`src/source/rvPkg.sv`:
```
package rvPkg;

    localparam int xlen     = 32;
    localparam int regAddrW = 5;

    // major opcodes of the supported subset, anything else is a no-op
    typedef enum logic [6:0] {
        opcReg    = 7'b0110011,
        opcImm    = 7'b0010011,
        opcLoad   = 7'b0000011,
        opcStore  = 7'b0100011,
        opcBranch = 7'b1100011,
        opcJal    = 7'b1101111
    } opcodeT;

    typedef enum logic [2:0] {
        aluAdd,
        aluSub,
        aluAnd,
        aluOr,
        aluSlt
    } aluOpT;

    // execute operand source
    typedef enum logic [1:0] {
        fwdNone,
        fwdMem,
        fwdWb
    } fwdSelT;

endpackage

```
`src/source/branchUnit.sv`:
```
module branchUnit import rvPkg::*; (
    input  logic [xlen-1:0] opA,
    input  logic [xlen-1:0] opB,
    input  logic [xlen-1:0] idExPc,
    input  logic [xlen-1:0] idExImm,
    input  logic            idExBranch,
    input  logic            idExBranchNe,
    input  logic            idExJal,
    output logic            redirect,
    output logic            flush,
    output logic [xlen-1:0] redirectPc,
    output logic [xlen-1:0] linkValue
);
    logic taken;

    always_comb begin
        taken      = idExBranch && (idExBranchNe ? (opA != opB) : (opA == opB));
        redirect   = taken || idExJal;
        // predicted not taken, so both younger slots are wrong
        flush      = redirect;
        redirectPc = idExPc + idExImm;
        linkValue  = idExPc + 32'd4;
        if (redirect) begin
            assert (redirectPc[1:0] == 2'b00)
                else $error("misaligned redirect target %h", redirectPc);
        end
    end

endmodule

```
`config.mk`:
```
export PLATFORM = sky130hd
export DESIGN_NAME = branchUnit
export DESIGN_NICKNAME = d
export VERILOG_FILES = /design/src/source/rvPkg.sv /design/src/source/branchUnit.sv
export SDC_FILE = /design/constraint.sdc
export NUM_CORES = 1
export LEC_CHECK = 0
export ABC_AREA = 1
export BUFFER_PORTS_ARGS = -buffer_cell sky130_fd_sc_hd__buf_2
export CAP_MARGIN = 20
export CORE_MARGIN = 8
export CORE_UTILIZATION = 45
export DETAILED_ROUTE_END_ITERATION = 7
export GPL_ROUTABILITY_DRIVEN = 1
export GPL_TIMING_DRIVEN = 1
export PLACE_DENSITY_LB_ADDON = 0.08
export SLEW_MARGIN = 40
export SYNTH_ARGS = -nofsm -noshare
export SYNTH_HDL_FRONTEND = slang
export SYNTH_SLANG_ARGS = --single-unit
```
`constraint.sdc`:
```
create_clock -name vclk -period 3.2
set_input_delay 0 -clock vclk [all_inputs]
set_output_delay 0 -clock vclk [all_outputs]
set_load 0.03 [all_outputs]
```
==> flow_summary.json <==
{
  "outcome": "completed",
  "row_count": 31,
  "ys_seq_area_share_pct": 0,
  "post-synth-top-area-cell": "nand2_1",
  "fin_crit_ns": 1.85,
  "p_leak_nw": 2.62,
  "crit_path_start_kind": "input pin",
  "critPathMaxFanout": 3,
  "fmax_mhz": 540,
  "grt_pass1_wl_um": 20100,
  "drv_slew": 0,
  "synth_area_leaders": "nand2_1 (27%), ha_1 (12%), inv_1 (11%)",
  "syn_inst": 642,
  "start_util_pct": 46.1,
  "core_um2": 7180,
  "overflow": 0,
  "synth_top_family_by_area": "simple AND/OR/NAND/NOR gates",
  "yosys.area_share.simple_pct": 48.8,
  "vias": 4595,
  "nFillCells": 798,
  "tightestPinTransition_ns": 0.335,
  "maxCapViolations": 0,
  "clock_buffers": 0,
  "die_y_um": 102,
  "max_slew_margin_pct": 77.5,
  "wl_per_cell_um": 13.3,
  "hold_class": "in -> out",
  "synthXorXnorAreaFrac_pct": 17.2,
  "ioPinCount": 197,
  "dieArea_um2": 10400,
  "syn_nets": 806,
  "firstDrtPassIters": 4,
  "ff_latch_area_um2": 0,
  "drtIter0Drc": 189,
  "crit_type": "in -> out",
  "cts_setup_buffers": 0,
  "fin_crit_sh_pct": 57.9,
  "grt_use_total_pct": 23.1,
  "routed_wl_um": 12500,
  "peakVddDrop_mv": 0.113,
  "syn-cell-area_um2": 3310,
  "synth_top_area_share_pct": 27.2,
  "rsz0062_at_grt": "no",
  "drc": 0,
  "synth_area_per_cell_um2": 5.15,
  "area_delta_synth_final_pct": 32.9,
  "multi_input_area_um2": 2930,
  "setup_viol": 0,
  "post-route-util_pct": 61.3,
  "place_congestion": 0.920,
  "cts_resized": 0,
  "synth_top_cells_by_count": "nand2_1 (240), inv_1 (95), nor2_1 (70), a21oi_1 (37), xor2_1 (35)",
  "route.antenna.remaining_nets": 0,
  "nNetsFinal": 1002,
  "muxShareOfSynthArea_pct": 0,
  "drive_above_1_share_pct": 25.1,
  "antenna_found_initial": 0,
  "synth_cell_type_count": 31,
  "via_per_inst": 4.91,
  "fp.dieW_um": 102,
  "yosysWarnings": 0,
  "grt_max_degree": 7,
  "synth-compound-area-share_pct": 9.72,
  "antenna_cells": 0,
  "synth_most_common_cell": "nand2_1",
  "grt_pass1_vias": 4656,
  "cp-end-kind": "output port",
  "synth-adder-area-share_pct": 12.7,
  "hpwlAfterDp_um": 11600,
  "powerDensity_nw_per_um2": 213,
  "cp.arrival_ns": 1.85,
  "tns_ns": 0,
  "final_hold_viol_count": 0,
  "nFlopsAndLatches": 0,
  "cp.required_ns": 3.20,
  "cts_hold_buf": 0,
  "portBuffers": 197
}
[layout make-up]
type | instances | area share (%)
inverters | 96 | 8.20
multi-input cells | 543 | 66.6
well taps | 99 | 2.82
repair buffers | 197 | 22.4
[placed cells by master (no fill, tap or decap), types with 10 or more instances in the layout]
master / count
nand2_1: 240
buf_2: 197
inv_1: 95
nor2_1: 70
a21oi_1: 37
xor2_1: 35
nand3_1: 32
ha_1: 32
xnor2_1: 30
o21ai_0: 17
nor3_1: 15
nand4_1: 10
[metal layers]
metal  up-vias  global-route usage (%)  wire, um
li1       2411                       -         -
met1      2024                    28.1      5310
met2       152                    43.1      5950
met3         8                    2.89      1130
met4         0                    1.72        82
met5         -                       0         0
[power breakdown]
group | switching, mW | leakage (nW) | internal, mW
logic | 0.627 | 2.62 | 0.311
clock network | 0 | 0 | 0
registers | 0 | 0 | 0
total | 0.627 | 2.62 | 0.311
[cells by family after synthesis]
kind of cell / Yosys count
buffers and inverters: 99
AO/OA/AOI/OAI: 61
XOR/XNOR: 65
AND/OR/NAND/NOR: 384
adder cells (fa/ha/maj): 33
[worst max-delay path, cell delays in order]
cell and delay (ns):
buf_2 0.10, ha_1 0.22, fa_1 0.40, nand2_1 0.08
nand2_1 0.07, and2_1 0.18, nand3_1 0.08, nand3_1 0.18
nand2_1 0.11, nand2_1 0.06, xor2_1 0.14, buf_2 0.23
[metrics by stage]
stage / std cells / hold slack [ns] / setup slack, ns / cell area, um^2 / total power [mW]
floorplan: 642 / 0.110 / 1.53 / 3310 / 0.623
global placement: 935 / 0.272 / 1.41 / 4400 / 0.927
detailed placement: 935 / 0.274 / 1.37 / 4400 / 0.938
CTS: 935 / 0.275 / 1.36 / 4400 / 0.940
global route: 935 / 0.290 / 1.17 / 4400 / 1.03
finish: 935 / 0.276 / 1.35 / 4400 / 0.938
[path summary, 6_finish.rpt]
kind  startpoint              to  depth (start not counted)
min    idExPc[0]    linkValue[0]                          2
max    idExPc[0]  redirectPc[20]                         12
(Power assumes the default switching activity.)
