[src/source/rvPkg.sv]
package rvPkg;

    localparam int xlen     = 32;
    localparam int regAddrW = 5;

    // major opcodes of the supported subset, anything else is a no-op
    typedef enum logic [6:0] {
        opcReg    = 7'b0110011,
        opcImm    = 7'b0010011,
        opcLoad   = 7'b0000011,
        opcStore  = 7'b0100011,
        opcBranch = 7'b1100011,
        opcJal    = 7'b1101111
    } opcodeT;

    typedef enum logic [2:0] {
        aluAdd,
        aluSub,
        aluAnd,
        aluOr,
        aluSlt
    } aluOpT;

    // execute operand source
    typedef enum logic [1:0] {
        fwdNone,
        fwdMem,
        fwdWb
    } fwdSelT;

endpackage

[src/source/hazardUnit.sv]
module hazardUnit import rvPkg::*; (
    input  logic [regAddrW-1:0] rs1,
    input  logic [regAddrW-1:0] rs2,
    input  logic [regAddrW-1:0] idExRs1,
    input  logic [regAddrW-1:0] idExRs2,
    input  logic [regAddrW-1:0] idExRd,
    input  logic [regAddrW-1:0] exMemRd,
    input  logic [regAddrW-1:0] wbRd,
    input  logic                idExMemRead,
    input  logic                exMemRegWrite,
    input  logic                wbRegWrite,
    output logic                stall,
    output fwdSelT              fwdA,
    output fwdSelT              fwdB
);
    // nearest producer first
    function automatic fwdSelT pick(input logic [regAddrW-1:0] src);
        if (exMemRegWrite && exMemRd != '0 && exMemRd == src) begin
            return fwdMem;
        end
        if (wbRegWrite && wbRd != '0 && wbRd == src) begin
            return fwdWb;
        end
        return fwdNone;
    endfunction

    always_comb begin
        // load result not ready until after MEM
        stall = idExMemRead && idExRd != '0 && (idExRd == rs1 || idExRd == rs2);
        fwdA  = pick(idExRs1);
        fwdB  = pick(idExRs2);
    end

endmodule

[config.mk]
export PLATFORM = sky130hd
export DESIGN_NAME = hazardUnit
export DESIGN_NICKNAME = d
export VERILOG_FILES = /design/src/source/rvPkg.sv /design/src/source/hazardUnit.sv
export SDC_FILE = /design/constraint.sdc
export NUM_CORES = 1
export LEC_CHECK = 0
export BUFFER_PORTS_ARGS = -buffer_cell sky130_fd_sc_hd__buf_2
export CAP_MARGIN = 20
export CORE_AREA = 2 2 39 41
export DETAILED_ROUTE_END_ITERATION = 10
export DIE_AREA = 0 0 41 43
export PLACE_DENSITY = 0.71
export SYNTH_ARGS = -nofsm -noshare
export SYNTH_HDL_FRONTEND = slang
export SYNTH_SLANG_ARGS = --single-unit
[constraint.sdc]
create_clock -name vclk -period 1.7
set_input_delay 0.085 -clock vclk [all_inputs]
set_output_delay 0.085 -clock vclk [all_outputs]
set_load 0.02 [all_outputs]
==> impl_metrics.ini <==
[die]
ioPinCount = 43
die_h_um = 43
initial_utilization_pct = 28.3
die_area_um2 = 1760
die_x_um = 41
fp-row-count = 14
core_area_um2 = 1380

[worst_setup_path]
cp_slowest_cell = or4_1
worst-path-max-fanout = 3
start_kind = input port
setup.worst_path.start = exMemRd[1]
critPathMaxStageDelay_ns = 0.54
crit_required_ns = 1.62
worst-path-buf-inv = 2
cpLargestDelayFamily = simple AND/OR/NAND/NOR gates
worst_path_most_repeated_cell = buf_2
crit_chain = buf_2 -> or4_1 -> o21ai_2 -> nor4_1 -> nor4_2 -> buf_2
worst_ep_arrival_time_ns = 1.43
path_class = in -> out
critPathCaptureType = primary output

[routing]
wl_met2_um = 596
vias = 510
drt_iter0_drc = 3
drt-met1-wl_um = 424
routed-wl-met3_um = 126
via_per_inst = 4.72
topRoutingLayerUsed = met3
drc = 0
firstDrtPassIters = 4
wl_per_cell_um = 10.6
ant_nets = 0
wl_mm = 1.15

[final_layout]
final_cell_area_um2 = 627
syn2layout_area_growth_pct = 60.1
multi_input_area_um2 = 392
drive_gt1_share_pct = 50.0
num-clock-buffers = 0
n_fill_cell = 133
seqCellArea_um2 = 0
nets = 132
n_sequential_cell = 0
n_antenna_cell = 0

[synth]
ys_seq_area_share_pct = 0
synthesis.area_um2 = 392
post_synth.cell_area_avg_um2 = 7.99
syn_inst = 49
synth_warnings = 0
synth_fp_nets = 87
yosys.cell_types.count = 11

[place]
routabilityCongestion = 0.717
placed_cell_area_um2 = 627
portBuffers = 43
dp_hpwl_mm = 1.08

[pwr]
pwr-share-seq_pct = 0
ir_drop_v = 0.0000924
p_comb_share_pct = 100.0
cellLeakagePower_nw = 0.301
sw_frac_of_total_pct = 47.8
p_switching_mw = 0.0682
power_density_nw_per_um2 = 228
power_frac_clock_pct = 0
internal-power_mw = 0.0746

[timing]
worst_pin_slew_ns = 0.461
fin_crit_ns = 1.52
fin_crit_sh_pct = 89.3
fmax_mhz = 658
finalSetupTns_ns = 0
finalSetupViolCount = 0
slew_headroom_pct = 69.0
grt_setup_unrepaired = no
drv_slew = 0
hold_viol = 0

[hold_path]
worstHoldEndpoint = stall
holdPathStages = 4
hold_class = in -> out
hold_start = idExMemRead

[cts]
post-cts-setup-buffers = 0
cts_resized = 0
cts_hold_buf = 0

[run]
cap_violations = 0

[grt]
grt_max_degree = 4
grt_pass1_wl_mm = 1.68
grt_pass1_vias = 427
antenna_found_initial = 0
grt_overflow = 0
gr-usage-all-layers_pct = 13.1

[outcome]
status = finished clean
power by group through the flow:
stage	combinational (mW)	clock [mW]	sequential (mW)
after detailed placement	0.144	0	0
after global routing	0.157	0	0
after floorplan	0.0668	0	0
after CTS	0.144	0	0
after global placement	0.141	0	0
final	0.143	0	0
kinds of logic after synthesis:
logic type / Yosys count / synth area share, %
AND/OR/NAND/NOR: 15 / 26.8
XOR/XNOR: 30 / 67.1
AO/OA/AOI/OAI: 4 / 6.07
cells in the mapped netlist:
cell / count / area (µm²)
a21oi_1: 1 / 5.00
nand3_1: 4 / 20.0
nor3_1: 2 / 10.0
nor4_1: 2 / 12.5
nor4_2: 2 / 25.0
o21ai_0: 1 / 5.00
o21ai_1: 1 / 5.00
o21ai_2: 1 / 8.76
or4_1: 5 / 37.5
xnor2_1: 10 / 87.6
xor2_1: 20 / 175
worst max-delay path by stage:
stage                     depth (start not counted)  slack (ns)       to
after floorplan                                   4        0.18  fwdA[1]
after global placement                            6        0.20  fwdA[1]
after detailed placement                          6        0.18  fwdA[1]
after CTS                                         6        0.18  fwdA[1]
after global routing                              6        0.09  fwdB[1]
final                                             6        0.18  fwdB[1]
layout make-up:
class,instances,area share (%)
multi-input combinational,49,62.5
tap,16,3.19
timing repair buffer,43,34.3
per-stage QoR:
stage	power (mW)	hold WS, ns	utilization (%)	setup WS (ns)	instances
final	0.143	0.514	45.3	0.181	108
after global routing	0.157	0.557	45.3	0.0945	108
after CTS	0.144	0.515	45.3	0.179	108
after detailed placement	0.144	0.512	45.3	0.179	108
after global placement	0.141	0.511	45.3	0.201	108
after floorplan	0.0668	0.317	-	0.182	49
layer usage:
layer  GRT usage [%]  vias to the layer above
li1                -                      262
met1            16.1                      212
met2            24.7                       36
met3           0.524                        0
met4               0                        0
met5               0                        -
cell usage in the layout (no fill, tap or decap):
cell type,n
buf_2,43
xor2_1,20
xnor2_1,10
or4_1,5
nand3_1,4
nor3_1,2
nor4_1,2
nor4_2,2
o21ai_0,1
a21oi_1,1
o21ai_2,1
o21ai_1,1
No activity file was read; power rests on OpenSTA's default activity.
