--- src/source/rvPkg.sv ---
package rvPkg;

    localparam int xlen     = 32;
    localparam int regAddrW = 5;

    // major opcodes of the supported subset, anything else is a no-op
    typedef enum logic [6:0] {
        opcReg    = 7'b0110011,
        opcImm    = 7'b0010011,
        opcLoad   = 7'b0000011,
        opcStore  = 7'b0100011,
        opcBranch = 7'b1100011,
        opcJal    = 7'b1101111
    } opcodeT;

    typedef enum logic [2:0] {
        aluAdd,
        aluSub,
        aluAnd,
        aluOr,
        aluSlt
    } aluOpT;

    // execute operand source
    typedef enum logic [1:0] {
        fwdNone,
        fwdMem,
        fwdWb
    } fwdSelT;

endpackage

--- src/source/decodeUnit.sv ---
module decodeUnit import rvPkg::*; (
    input  logic                clk,
    input  logic                rst,
    input  logic                stall,
    input  logic                flush,
    input  logic [xlen-1:0]     ifInstr,
    input  logic [xlen-1:0]     ifPc,
    input  logic [xlen-1:0]     rdata1,
    input  logic [xlen-1:0]     rdata2,
    output logic [regAddrW-1:0] rs1,
    output logic [regAddrW-1:0] rs2,
    output logic [regAddrW-1:0] idExRs1,
    output logic [regAddrW-1:0] idExRs2,
    output logic [regAddrW-1:0] idExRd,
    output logic [xlen-1:0]     idExRdata1,
    output logic [xlen-1:0]     idExRdata2,
    output logic [xlen-1:0]     idExImm,
    output logic [xlen-1:0]     idExPc,
    output aluOpT               idExAluOp,
    output logic                idExUseImm,
    output logic                idExRegWrite,
    output logic                idExMemRead,
    output logic                idExMemWrite,
    output logic                idExBranch,
    output logic                idExBranchNe,
    output logic                idExJal
);
    opcodeT          opc;
    logic [2:0]      funct3;
    logic [xlen-1:0] immI;
    logic [xlen-1:0] immS;
    logic [xlen-1:0] immB;
    logic [xlen-1:0] immJ;
    logic [xlen-1:0] imm;
    aluOpT           aluOp;
    logic            useImm;
    logic            regWrite;
    logic            memRead;
    logic            memWrite;
    logic            branch;
    logic            branchNe;
    logic            jal;

    assign opc    = opcodeT'(ifInstr[6:0]);
    assign funct3 = ifInstr[14:12];
    assign rs1    = ifInstr[19:15];
    assign rs2    = ifInstr[24:20];

    assign immI = {{20{ifInstr[31]}}, ifInstr[31:20]};
    assign immS = {{20{ifInstr[31]}}, ifInstr[31:25], ifInstr[11:7]};
    assign immB = {{19{ifInstr[31]}}, ifInstr[31], ifInstr[7], ifInstr[30:25],
                   ifInstr[11:8], 1'b0};
    assign immJ = {{11{ifInstr[31]}}, ifInstr[31], ifInstr[19:12], ifInstr[20],
                   ifInstr[30:21], 1'b0};

    always_comb begin
        imm      = immI;
        aluOp    = aluAdd;
        useImm   = 1'b0;
        regWrite = 1'b0;
        memRead  = 1'b0;
        memWrite = 1'b0;
        branch   = 1'b0;
        branchNe = 1'b0;
        jal      = 1'b0;
        case (opc)
            opcReg: begin
                regWrite = 1'b1;
                case (funct3)
                    3'b000:  aluOp = ifInstr[30] ? aluSub : aluAdd;
                    3'b010:  aluOp = aluSlt;
                    3'b110:  aluOp = aluOr;
                    3'b111:  aluOp = aluAnd;
                    default: regWrite = 1'b0;
                endcase
            end
            // only addi among the immediate ops
            opcImm: begin
                useImm   = 1'b1;
                regWrite = (funct3 == 3'b000);
            end
            // word access only
            opcLoad: begin
                useImm   = 1'b1;
                regWrite = (funct3 == 3'b010);
                memRead  = (funct3 == 3'b010);
            end
            opcStore: begin
                imm      = immS;
                useImm   = 1'b1;
                memWrite = (funct3 == 3'b010);
            end
            opcBranch: begin
                imm      = immB;
                branch   = (funct3 == 3'b000 || funct3 == 3'b001);
                branchNe = funct3[0];
            end
            opcJal: begin
                imm      = immJ;
                regWrite = 1'b1;
                jal      = 1'b1;
            end
            default: begin
                imm = immI;
            end
        endcase
    end

    // ID/EX, bubble on stall or flush
    always_ff @(posedge clk) begin
        if (rst || stall || flush) begin
            idExRegWrite <= 1'b0;
            idExMemRead  <= 1'b0;
            idExMemWrite <= 1'b0;
            idExBranch   <= 1'b0;
            idExJal      <= 1'b0;
        end else begin
            idExRegWrite <= regWrite;
            idExMemRead  <= memRead;
            idExMemWrite <= memWrite;
            idExBranch   <= branch;
            idExJal      <= jal;
        end
        idExRs1      <= rs1;
        idExRs2      <= rs2;
        idExRd       <= ifInstr[11:7];
        idExRdata1   <= rdata1;
        idExRdata2   <= rdata2;
        idExImm      <= imm;
        idExPc       <= ifPc;
        idExAluOp    <= aluOp;
        idExUseImm   <= useImm;
        idExBranchNe <= branchNe;
    end

endmodule

--- config.mk ---
export PLATFORM = sky130hd
export DESIGN_NAME = decodeUnit
export DESIGN_NICKNAME = d
export VERILOG_FILES = /design/src/source/rvPkg.sv /design/src/source/decodeUnit.sv
export SDC_FILE = /design/constraint.sdc
export NUM_CORES = 1
export LEC_CHECK = 0
export BUFFER_PORTS_ARGS = -buffer_cell sky130_fd_sc_hd__buf_2
export CAP_MARGIN = 20
export CORE_AREA = 2 2 115 117
export CTS_BUF_LIST = sky130_fd_sc_hd__clkbuf_16
export DETAILED_ROUTE_END_ITERATION = 16
export DIE_AREA = 0 0 117 119
export SETUP_SLACK_MARGIN = 0.4
export SLEW_MARGIN = 20
export SYNTH_ARGS = -nofsm -noshare
export SYNTH_HDL_FRONTEND = slang
export SYNTH_SLANG_ARGS = --single-unit
--- constraint.sdc ---
create_clock -name clk -period 1.2 [get_ports clk]
set_clock_uncertainty 0.15 [all_clocks]
set_input_delay 0.12 -clock clk [delete_from_list [all_inputs] [get_ports clk]]
set_output_delay 0.12 -clock clk [all_outputs]
set_load 0.01 [all_outputs]
==> impl_metrics.toml <==
[status]
outcome = "finished, violations left"
violations = "negative hold slack"

[min_path]
min_to = "idExAluOp[0]"
hold_path.class = "in2reg"
hold-path-cell-count = 2
hold_start = "ifInstr[12]"

[place]
gp_congestion = 0.709
io_buffer_count = 294
dp_hpwl_um = 7640
place_ws_ps = -156
dpl_cell_area_um2 = 4990

[logic_synthesis]
synth_seq_cells = 142
syn_inst = 217
yosysTopAreaCell = "dfxtp_1"
seq_area_frac_synth_pct = 83.2
syn_avg_cell_area_um2 = 15.7
postSynthNetCount = 349
synth_top_area_share_pct = 83.2
synthDistinctLibCells = 28
syn_area_um2 = 3420
ys_warn_count = 0
synthTopCellsByArea = "dfxtp_1 83%, buf_4 5.1%, a21o_1 1.8%"

[final_layout]
nFillCells = 994
fin_area_um2 = 7500
fin_util_pct = 58.3
nets = 768
area_growth_pct = 120
n_antenna_cell = 0
multiInputGateArea_um2 = 434
drive_above_1_share_pct = 67.8
seq_area_um2 = 2950

[route]
first_pass_iters = 4
postRouteWirelength_um = 12400
m1WireLength_um = 3980
via_count = 3237
wl_per_cell_um = 15.0
top_layer = "met4"
drtIter0Drc = 114
ant_nets = 0
route.met2.wl_um = 7040
wl_met3_um = 1130
via_per_inst = 3.92
route.detailed.drc = 0

[pwr]
power_frac_clock_pct = 44.7
irDropWorstVdd_uv = 777
swShare_pct = 22.7
p_total_mw = 11.5
comb_power_share_pct = 11.0
power_frac_seq_pct = 44.3
p_leak_nw = 3.66
netSwitchingPower_mw = 2.61
internal_power_mw = 8.87
powerDensity_nw_per_um2 = 1530

[sta]
finalHoldViolCount = 21
period_needed_ps = 1200
setup_tns_ps = 0
slew_viol_final = 0
setup_viol = 0
slew_headroom_pct = 86.0
worst_pin_slew_ps = 210
whs_ps = -181
min_period_over_period_pct = 99.8
worst_slack_ps = 1.85
rsz0062_at_grt = "true"
clock.fmax_mhz = 835

[die]
fp.dieH_um = 119
io_pins = 295
initial_core_util_pct = 26.5
rows = 42
die-area_um2 = 13900
die_w_um = 117
core_area_um2 = 12900

[critical_path]
critical_path_class = "reg2out"
crit_family = "flip-flops"
path_cells = "buf_2"
cp.required_ps = 930
worstPathMaxFanout = 12
cp_data_arrival_time_ps = 930
crit_cells = 1
startpoint = "idExImm[20]"
cp_slowest_cell = "dfxtp_4"
cpPeakStageDelay_ps = 380
cp-end-kind = "output pin"
critPathLaunchType = "register"
path_buf_inv = 1

[clock_network]
cts_buffers = 17
clockBufferDepth = 2
tritoncts = "built"
cts_root_buf = "clkbuf_16"
path_clk_slew_ps = 60
cts_htree_levels = 4
cts_sinks = 142

[grt]
grt_pass1_vias = 3425
grt_usage_pct = 16.5
overflow = 0
antenna_found_initial = 0
grt_max_degree = 17
grt_pass1_wl_um = 17000

[run]
drv_cap = 0
logic make-up (layout without fill, tap and decap cells):
group,count (synthesis),count (layout),share of synthesized area (%)
and+or+nand+nor,29,29,6.15
muxes,4,4,1.32
buffers and inverters,25,457,5.49
DFF,142,142,83.2
AOI/OAI and AO/OA,17,17,3.81
power by group through the flow:
stage / sequential [mW] / combinational, mW / clock, mW
6_report: 5.08 / 1.26 / 5.14
5_1_grt: 5.10 / 1.35 / 5.47
4_1_cts: 5.04 / 1.13 / 5.22
3_5_place_dp: 5.12 / 0.757 / 0
3_3_place_gp: 5.11 / 0.750 / 0
2_1_floorplan: 5.25 / 0.140 / 0
per-layer routing:
metal	up-vias	GRT usage (%)
li1	1528	-
met1	1511	14.2
met2	178	32.5
met3	20	6.77
met4	0	6.40
met5	-	0
final cells by class:
class	instances	share of cell area [%]
clock buffer	17	5.67
clock inverter	15	2.10
inverter	1	0.0500
multi-input combinational	50	5.79
sequential	142	39.3
tap	176	2.94
timing repair buffer	424	44.1
registers in the layout, indices dropped and copies added (netlist names):
name	count
idExPc	32
idExRdata1	32
idExRdata2	32
idExImm	21
idExRd	5
idExRs1	5
idExRs2	5
idExAluOp	3
idExBranch	1
idExBranchNe	1
idExJal	1
idExMemRead	1
idExMemWrite	1
idExRegWrite	1
idExUseImm	1
through the flow:
stage	instances	hold slack (ps)
floorplan	217	-2.31
global placement	670	72.6
detailed placement	670	73.6
CTS	824	-213
global route	825	-192
finish	825	-181
timing repair:
action,4_1_cts,5_1_grt
pin swaps,4,3
hold buffers,118,2
endpoints found under the hold margin,142,23
endpoints found under the setup margin,161,170
gates resized for setup,74,127
setup buffers,4,1
synthesized netlist by cell type:
cell type / number
a21o_1: 8
buf_4: 23
inv_1: 1
nor3_1: 2
and3b_2: 1
a211oi_2: 1
nand3_1: 2
nor2b_2: 1
nor2_1: 5
and2b_1: 1
buf_6: 1
nand3b_4: 2
and4bb_4: 1
o21a_1: 1
mux2_2: 4
and2_4: 1
nor3b_1: 1
o21ai_0: 1
nand2b_1: 4
dfxtp_1: 142
nand4_1: 1
a21oi_1: 2
and3_1: 2
nand2_1: 3
and4_1: 2
o2111ai_1: 1
o21ai_2: 1
a22o_1: 2
how the worst max path moves through the flow:
stage | endpoint
after CTS | idExImm[29]
final | idExImm[30]
after global placement | idExImm[1]
after detailed placement | idExImm[2]
after global routing | idExImm[29]
after floorplan | idExImm[1]
cell usage in the layout (no fill, tap or decap), types with 4 or more instances in the layout:
| cell type | n |
|---|---|
| a21o_1 | 8 |
| buf_2 | 208 |
| buf_4 | 8 |
| buf_6 | 90 |
| clkbuf_16 | 17 |
| dfxtp_1 | 58 |
| dfxtp_2 | 83 |
| dlygate4sd3_1 | 112 |
| dlymetal6s4s_1 | 6 |
| inv_6 | 6 |
| mux2_4 | 4 |
Power figures use the tool's default switching activity.
