[src/source/rvPkg.sv]
package rvPkg;

    localparam int xlen     = 32;
    localparam int regAddrW = 5;

    // major opcodes of the supported subset, anything else is a no-op
    typedef enum logic [6:0] {
        opcReg    = 7'b0110011,
        opcImm    = 7'b0010011,
        opcLoad   = 7'b0000011,
        opcStore  = 7'b0100011,
        opcBranch = 7'b1100011,
        opcJal    = 7'b1101111
    } opcodeT;

    typedef enum logic [2:0] {
        aluAdd,
        aluSub,
        aluAnd,
        aluOr,
        aluSlt
    } aluOpT;

    // execute operand source
    typedef enum logic [1:0] {
        fwdNone,
        fwdMem,
        fwdWb
    } fwdSelT;

endpackage

[src/source/aluUnit.sv]
module aluUnit import rvPkg::*; (
    input  fwdSelT          fwdA,
    input  fwdSelT          fwdB,
    input  logic [xlen-1:0] idExRdata1,
    input  logic [xlen-1:0] idExRdata2,
    input  logic [xlen-1:0] idExImm,
    input  logic [xlen-1:0] exMemResult,
    input  logic [xlen-1:0] wbData,
    input  logic            idExUseImm,
    input  aluOpT           idExAluOp,
    output logic [xlen-1:0] opA,
    output logic [xlen-1:0] opB,
    output logic [xlen-1:0] aluResult,
    output logic [xlen-1:0] storeData
);
    logic [xlen-1:0] srcB;

    function automatic logic [xlen-1:0] fwdMux(input fwdSelT sel,
                                               input logic [xlen-1:0] regVal);
        case (sel)
            fwdMem:  return exMemResult;
            fwdWb:   return wbData;
            default: return regVal;
        endcase
    endfunction

    always_comb begin
        opA  = fwdMux(fwdA, idExRdata1);
        opB  = fwdMux(fwdB, idExRdata2);
        srcB = idExUseImm ? idExImm : opB;
        case (idExAluOp)
            aluAdd:  aluResult = opA + srcB;
            aluSub:  aluResult = opA - srcB;
            aluAnd:  aluResult = opA & srcB;
            aluOr:   aluResult = opA | srcB;
            aluSlt:  aluResult = {{(xlen-1){1'b0}}, $signed(opA) < $signed(srcB)};
            default: aluResult = '0;
        endcase
    end

    // rs2 after forwarding, before the immediate mux
    assign storeData = opB;

endmodule

[config.mk]
export PLATFORM = sky130hd
export DESIGN_NAME = aluUnit
export DESIGN_NICKNAME = d
export VERILOG_FILES = /design/src/source/rvPkg.sv /design/src/source/aluUnit.sv
export SDC_FILE = /design/constraint.sdc
export NUM_CORES = 1
export LEC_CHECK = 0
export BUFFER_PORTS_ARGS = -buffer_cell sky130_fd_sc_hd__buf_2
export CORE_MARGIN = 1.5
export CORE_UTILIZATION = 55
export DETAILED_ROUTE_END_ITERATION = 8
export PLACE_DENSITY = 0.91
export SLEW_MARGIN = 10
export SYNTH_ARGS = -nofsm -noshare
export SYNTH_HDL_FRONTEND = slang
export SYNTH_SLANG_ARGS = --single-unit
[constraint.sdc]
create_clock -name vclk -period 12.65
set_input_delay 1.265 -clock vclk [all_inputs]
set_output_delay 1.265 -clock vclk [all_outputs]
set_load 0.05 [all_outputs]
==> results.md, run 1 <==
* # nets final at around 1600
* Drt wl/cell at roughly 19 µm
* Filler instances at 1155
* Worst slew margin at about 31%
* Seq/Total Area, Yosys at 0%
* Clock buffers at 0
* Crit-path max FO at 20
* Layout cells sized above 1 at 24.4%
* Syn_nets at 1380
* Outcome: completed
* Horiz. Die Dim at 114 µm
* Tcrit/Tclk final at 57.2%
* Worst EP required at 11.39 ns
* Post-synthesis cell type count at between 70 and 80
* CP Launch Type: primary input
* Overflow after GRT at 0
* Max VDD drop at 0.0730 mV
* WP data arrival at 5.97 ns
* Height of the die at ~110 µm
* Place WS at 5.55 ns
* Post-synth top area share at 20.4%
* Final Hold Fails at 0
* Footprint of the multi-input gates at 0.00574 mm²
* Pwr Density at 94.2 mW/mm²
* Highest Clock Rate at 138 MHz
* Pwr Total at approximately 750 µW
* Core box area at 0.0120 mm²
* Biggest area consumer among synthesized cells: ha_1
* Largest net degree at the start of global routing at 95
* Synthesized cell area at 0.00676 mm²
* Routed vias at 8966
* Vias in the first global route at 7892
* Gates resized, CTS repair at 0
* Worst min path class: primary input to output pin
* Critical Path, Cell by Cell: buf_2 -> inv_1 -> ha_1 -> buf_4 -> a22oi_1 -> nor2_1 -> a21oi_1 -> o21ai_0 -> inv_1 -> ha_1 -> nand4_1 -> a2111oi_0 -> a22o_1 -> a21o_1 -> o211ai_1 -> o21ai_1 -> a21oi_1 -> xnor2_1 -> o221ai_1 -> buf_2
* Mapped Cells at 1100
* Postcts setup bufs at 0
* Io pins at 296
* Global Route Usage Sum at 40.5%
* Row count at 40
* First-pass GRT wire length at 42000 µm
* Final WL at 27700 µm
* CTS Hold Bufs at 0
* Max Cap Viol at 0
* Ys Warns at 0
* Seq_cells at 0
* Final worst setup slack at 5.41 ns
* Min Tclk post-route at 7.24 ns
* Setup TNS at 0 ns
* Syn_area_per_cell at 6.14 µm²
* # setup viols final at 0
* Final core occ at 66.1%
* Peak per-stage delay on the critical path at about 0.55 ns
* Initial DRT Pass Iterations at 8
* Average vias per placed instance at slightly above 6
* Hold WS at 2.99 ns
* Initial Util at 56.3%
* Fin. max-slew vios at 0
* Sequential cell area at 0 µm²
* Final ANT Viol Nets at 0
* Final RePlAce weighted congestion at about 1.0
* Initial DRC count at 1192
* Area of the die at between 0.01 and 0.015 mm²
* CP Capture Type: output pin
* Post-DP HPWL at 22700 µm
* Leak at around 0.0043 µW
* Worst-Margin Slew at 1.02 ns
* RSZ-0062 raised after global routing: no
* Top cells by area, synth: ha_1 20%, a21oi_1 8.4%, a22oi_1 7.2%
* CP max-delay cell: o21ai_0
* # DRC at 0
* I/O Buffers at between 200 and 300
* Top-count cell post-synth: inv_1
* WS Path Type: primary input to output pin
* Synth cell count leaders: 129 x inv_1, 114 x nand2_1, 113 x a21oi_1
* Initial antenna violation count at 1
* Area Overhead vs Synth at 17.4%
## metal layers
| layer | vias to the layer above | track usage [%] | wire [µm] |
|---|---|---|---|
| met1 | 4048 | 58.5 | 11600 |
| met5 | - | 0 | 0 |
| met4 | 0 | 11.4 | 855 |
| met2 | 631 | 59.8 | 11700 |
| met3 | 77 | 9.14 | 3540 |
| li1 | 4210 | - | - |
## cells in the final DEF, fill, tap and decap left out, types with 3 or more instances in the layout
cell type | Yosys | layout
o21a_1 | 25 | 25
nand4_1 | 6 | 6
xor2_1 | 5 | 5
o21ai_0 | 83 | 83
o21bai_1 | 12 | 12
o31ai_1 | 10 | 10
o22ai_1 | 15 | 15
nand2b_1 | 6 | 6
nor2b_1 | 7 | 7
nand3_1 | 12 | 12
xnor2_1 | 23 | 23
a211oi_1 | 21 | 21
ha_1 | 110 | 108
buf_2 | 1 | 296
or3_1 | 3 | 3
nor4_1 | 9 | 9
diode_2 | 0 | 3
o221ai_1 | 3 | 3
inv_1 | 129 | 129
a31oi_1 | 7 | 7
buf_4 | 33 | 5
nor3_1 | 14 | 14
o31a_1 | 4 | 4
a211o_1 | 5 | 5
a21o_1 | 11 | 11
nand2_1 | 114 | 114
o21ai_1 | 11 | 11
a21oi_1 | 113 | 113
a22oi_1 | 65 | 65
o211a_1 | 3 | 3
mux2i_1 | 4 | 4
nor2_1 | 105 | 105
o211ai_1 | 7 | 7
## logic make-up after synthesis
family	count (synthesis)	synth area share (%)
multiplexers	5	0.926
adder cells (fa/ha/maj)	112	21.0
AND/OR/NAND/NOR	290	18.6
XOR/XNOR	28	3.63
AO/OA/AOI/OAI	427	40.7
buffers and inverters	238	15.2
## worst paths after layout
path,from,to,slack [ns],cells past startpoint
worst max-delay path,fwdB[1],aluResult[30],5.41,20
worst min-delay path,idExRdata2[27],storeData[27],2.99,4
## per-stage QoR
stage / instances / area [µm²]
2_1_floorplan: 1100 / 6760
3_3_place_gp: 1440 / 7930
3_5_place_dp: 1440 / 7930
6_report: 1443 / 7940
5_1_grt: 1441 / 7930
4_1_cts: 1440 / 7930
## power breakdown
part,total [µW],internal (µW),switching (µW),leakage (µW)
clock network,0.0000318,0.0000318,0,0.0000000190
registers,0,0,0,0
logic,748,218,530,0.00429
total,748,218,530,0.00429
## worst max-delay path: cells and delay by family
kind	cells	cell delay, ns
buffers and inverters	5	0.96
AOI/OAI and AO/OA	10	2.33
and+or+nand+nor	2	0.28
adders and majority gates	2	0.97
xor gates and xnor gates	1	0.15
## cell type report
type	instances	area share (%)
diodes	3	0.0946
inverters	130	6.15
multi-input cells	862	72.3
well taps	147	2.32
repair buffers	301	19.1
Note: power is estimated with default switching activity, not from simulation.
==> inputs of run 2 (changes only) <==
--- a/config.mk
+++ b/config.mk
@@ -7,9 +7,9 @@
 export LEC_CHECK = 0
 export BUFFER_PORTS_ARGS = -buffer_cell sky130_fd_sc_hd__buf_2
 export CORE_MARGIN = 1.5
-export CORE_UTILIZATION = 55
+export CORE_UTILIZATION = 51
 export DETAILED_ROUTE_END_ITERATION = 8
-export PLACE_DENSITY = 0.91
+export PLACE_DENSITY = 0.85
 export SLEW_MARGIN = 10
 export SYNTH_ARGS = -nofsm -noshare
 export SYNTH_HDL_FRONTEND = slang
==> constraint.sdc (replaced) <==
create_clock -name vclk -period 7.1
set_input_delay 0.71 -clock vclk [all_inputs]
set_output_delay 0.71 -clock vclk [all_outputs]
set_load 0.05 [all_outputs]
==> results.md, run 2 (synthesized netlist as in run 1, its figures left out) <==
* Final core occ at 62.4% (-3.6 points)
* Clock buffers at 0 (unchanged)
* Vias in the first global route at 7861 (-0.39%)
* # setup viols final at 0 (unchanged)
* Worst EP required at 6.39 ns (-5.00 ns)
* Crit-path max FO at 17 (-15%)
* Overflow after GRT at 0 (unchanged)
* Postcts setup bufs at 0 (unchanged)
* Area of the die at 0.0140 mm² (+7.6%)
* Worst-Margin Slew at 1.05 ns (+0.0338 ns)
* Gates resized, CTS repair at 0 (unchanged)
* Core box area at 0.0128 mm² (+6.3%)
* Global Route Usage Sum at 38.5% (-2.0 points)
* Design area at 0.00797 mm² (+0.49%)
* Final WL at 28600 µm (+3.3%)
* Pwr Density at 168 mW/mm² (+79%)
* # DRC at 0 (unchanged)
* WP data arrival at 5.53 ns (-0.44 ns)
* Drt wl/cell at 19.5 µm (+1.4%)
* Post-DP HPWL at 24000 µm (+5.4%)
* Outcome: completed
* Worst Setup SP: fwdB[1]
* Critical Path, Cell by Cell: buf_2 -> inv_1 -> ha_1 -> buf_4 -> a22oi_1 -> nor2_1 -> a21oi_1 -> o21ai_0 -> inv_1 -> ha_1 -> inv_1 -> nor4_1 -> o2111a_1 -> o21ai_1 -> o31ai_1 -> a31oi_1 -> o22ai_1 -> xnor2_1 -> a211oi_1 -> buf_2
* Cell total after placement at 1466 (+1.8%)
* Initial DRC count at 1049 (-12%)
* CP Capture Type: output pin
* Final ANT Viol Nets at 0 (unchanged)
* Max Cap Viol at 0 (unchanged)
* Largest net degree at the start of global routing at 88 (-7.4%)
* Worst slew margin at 29.0% (-2.3 points)
* Min Tclk post-route at 6.24 ns
* CP max-delay cell: ha_1
* WP depth at 20 (unchanged)
* Final RePlAce weighted congestion at 1.07 (+3.2%)
* Area Overhead vs Synth at 18.0%
* CP endpoint: aluResult[20]
* First-pass GRT wire length at 43200 µm (+2.8%)
* Initial DRT Pass Iterations at 5 (-3)
* Commonest non-fill, non-tap cells in the layout: 296 x buf_2, 129 x inv_1, 114 x nand2_1
* Sequential cell area at 0 µm² (unchanged)
* RSZ-0062 raised after global routing: no
* Hold WS at 1.88 ns (-1.11 ns)
* WS Path Type: primary input to output pin
* Final Hold Fails at 0 (unchanged)
* Max VDD drop at 0.145 mV (+99%)
* Horiz. Die Dim at 118 µm (+3.7%)
* Height of the die at 118 µm (+3.7%)
* Most common cell after layout, fill and taps aside: buf_2
* Average vias per placed instance at 5.98 (-3.8%)
* Initial antenna violation count at 3 (+2)
* Initial Util at 52.9% (-3.4 points)
* Leak at 0.00429 µW (+0.12%)
* Row count at 41 (+2.5%)
* Peak per-stage delay on the critical path at 0.56 ns (about the same)
* Final cell count without fillers at 1469 (+1.8%)
* # nets final at 1576 (+0.063%)
* Io pins at 296 (unchanged)
* Highest Clock Rate at approximately 160 MHz
* Fin. max-slew vios at 0 (unchanged)
* Setup TNS at 0 ns (unchanged)
* CP Launch Type: primary input
* Routed vias at 8779 (-2.1%)
* CP most frequent cell: inv_1
* Worst min path class: primary input to output pin
* CP top delay family: compound AO/OA/AOI/OAI gates
* CTS Hold Bufs at 0 (unchanged)
* Layout cells sized above 1 at 24.4% (+0.058 points)
* I/O Buffers at 296 (unchanged)
* Placed Area at 0.00797 mm² (+0.49%)
* Tcrit/Tclk final at 87.9%
* WP buf/inv at 6 (+1)
* Seq_cells at 0 (unchanged)
* Filler instances at 1278 (+11%)
-- run 2: cell count changes in the layout (fill, tap and decap cells not counted), sizes merged --
| cell | before | now |
|---|---|---|
| buf | 301 | 302 |
-- run 2: how the worst min path moves through the flow --
stage                        start      end  slack, ns  depth (start not counted)
floorplan           idExRdata2[20]  opB[20]       1.78                          2
global placement    idExRdata2[27]  opB[27]       1.88                          4
detailed placement  idExRdata2[27]  opB[27]       1.88                          4
CTS                 idExRdata2[27]  opB[27]       1.88                          4
global route        idExRdata2[27]  opB[27]       1.90                          4
finish              idExRdata2[27]  opB[27]       1.88                          4
-- run 2: layer usage --
layer	track usage, %	part of all wire [%]	vias up
met4	9.45	2.3	0
met1	55.2	44	4016
met5	0	0	-
met2	57.3	43	509
met3	9.01	11	49
li1	-	-	4205
-- run 2: cell type report --
| type | count | area [µm²] | area share (%) |
|---|---|---|---|
| tap | 172 | 215 | 2.70 |
| timing repair buffer | 302 | 1530 | 19.1 |
| inverter | 130 | 488 | 6.12 |
| antenna | 3 | 7.51 | 0.0941 |
| multi-input combinational | 862 | 5740 | 71.9 |
-- run 2: worst min-delay path: cells and delay by family --
kind | cells | cell delay (ns)
AO/OA/AOI/OAI | 1 | 0.07
buffers and inverters | 3 | 0.39
-- run 2: stage by stage --
| step | power (µW) | worst slack [ns] |
|---|---|---|
| 5_1_grt | 1430 | 0.608 |
| 6_report | 1340 | 0.856 |
| 2_1_floorplan | 1000 | 0.559 |
| 3_5_place_dp | 1310 | 1.04 |
| 4_1_cts | 1310 | 1.02 |
| 3_3_place_gp | 1310 | 1.14 |
-- run 2: report_power, final --
group / leakage, µW / switching (µW) / internal (µW)
clock network: 0.0000000190 / 0 / 0.0000568
registers: 0 / 0 / 0
logic: 0.00429 / 952 / 390
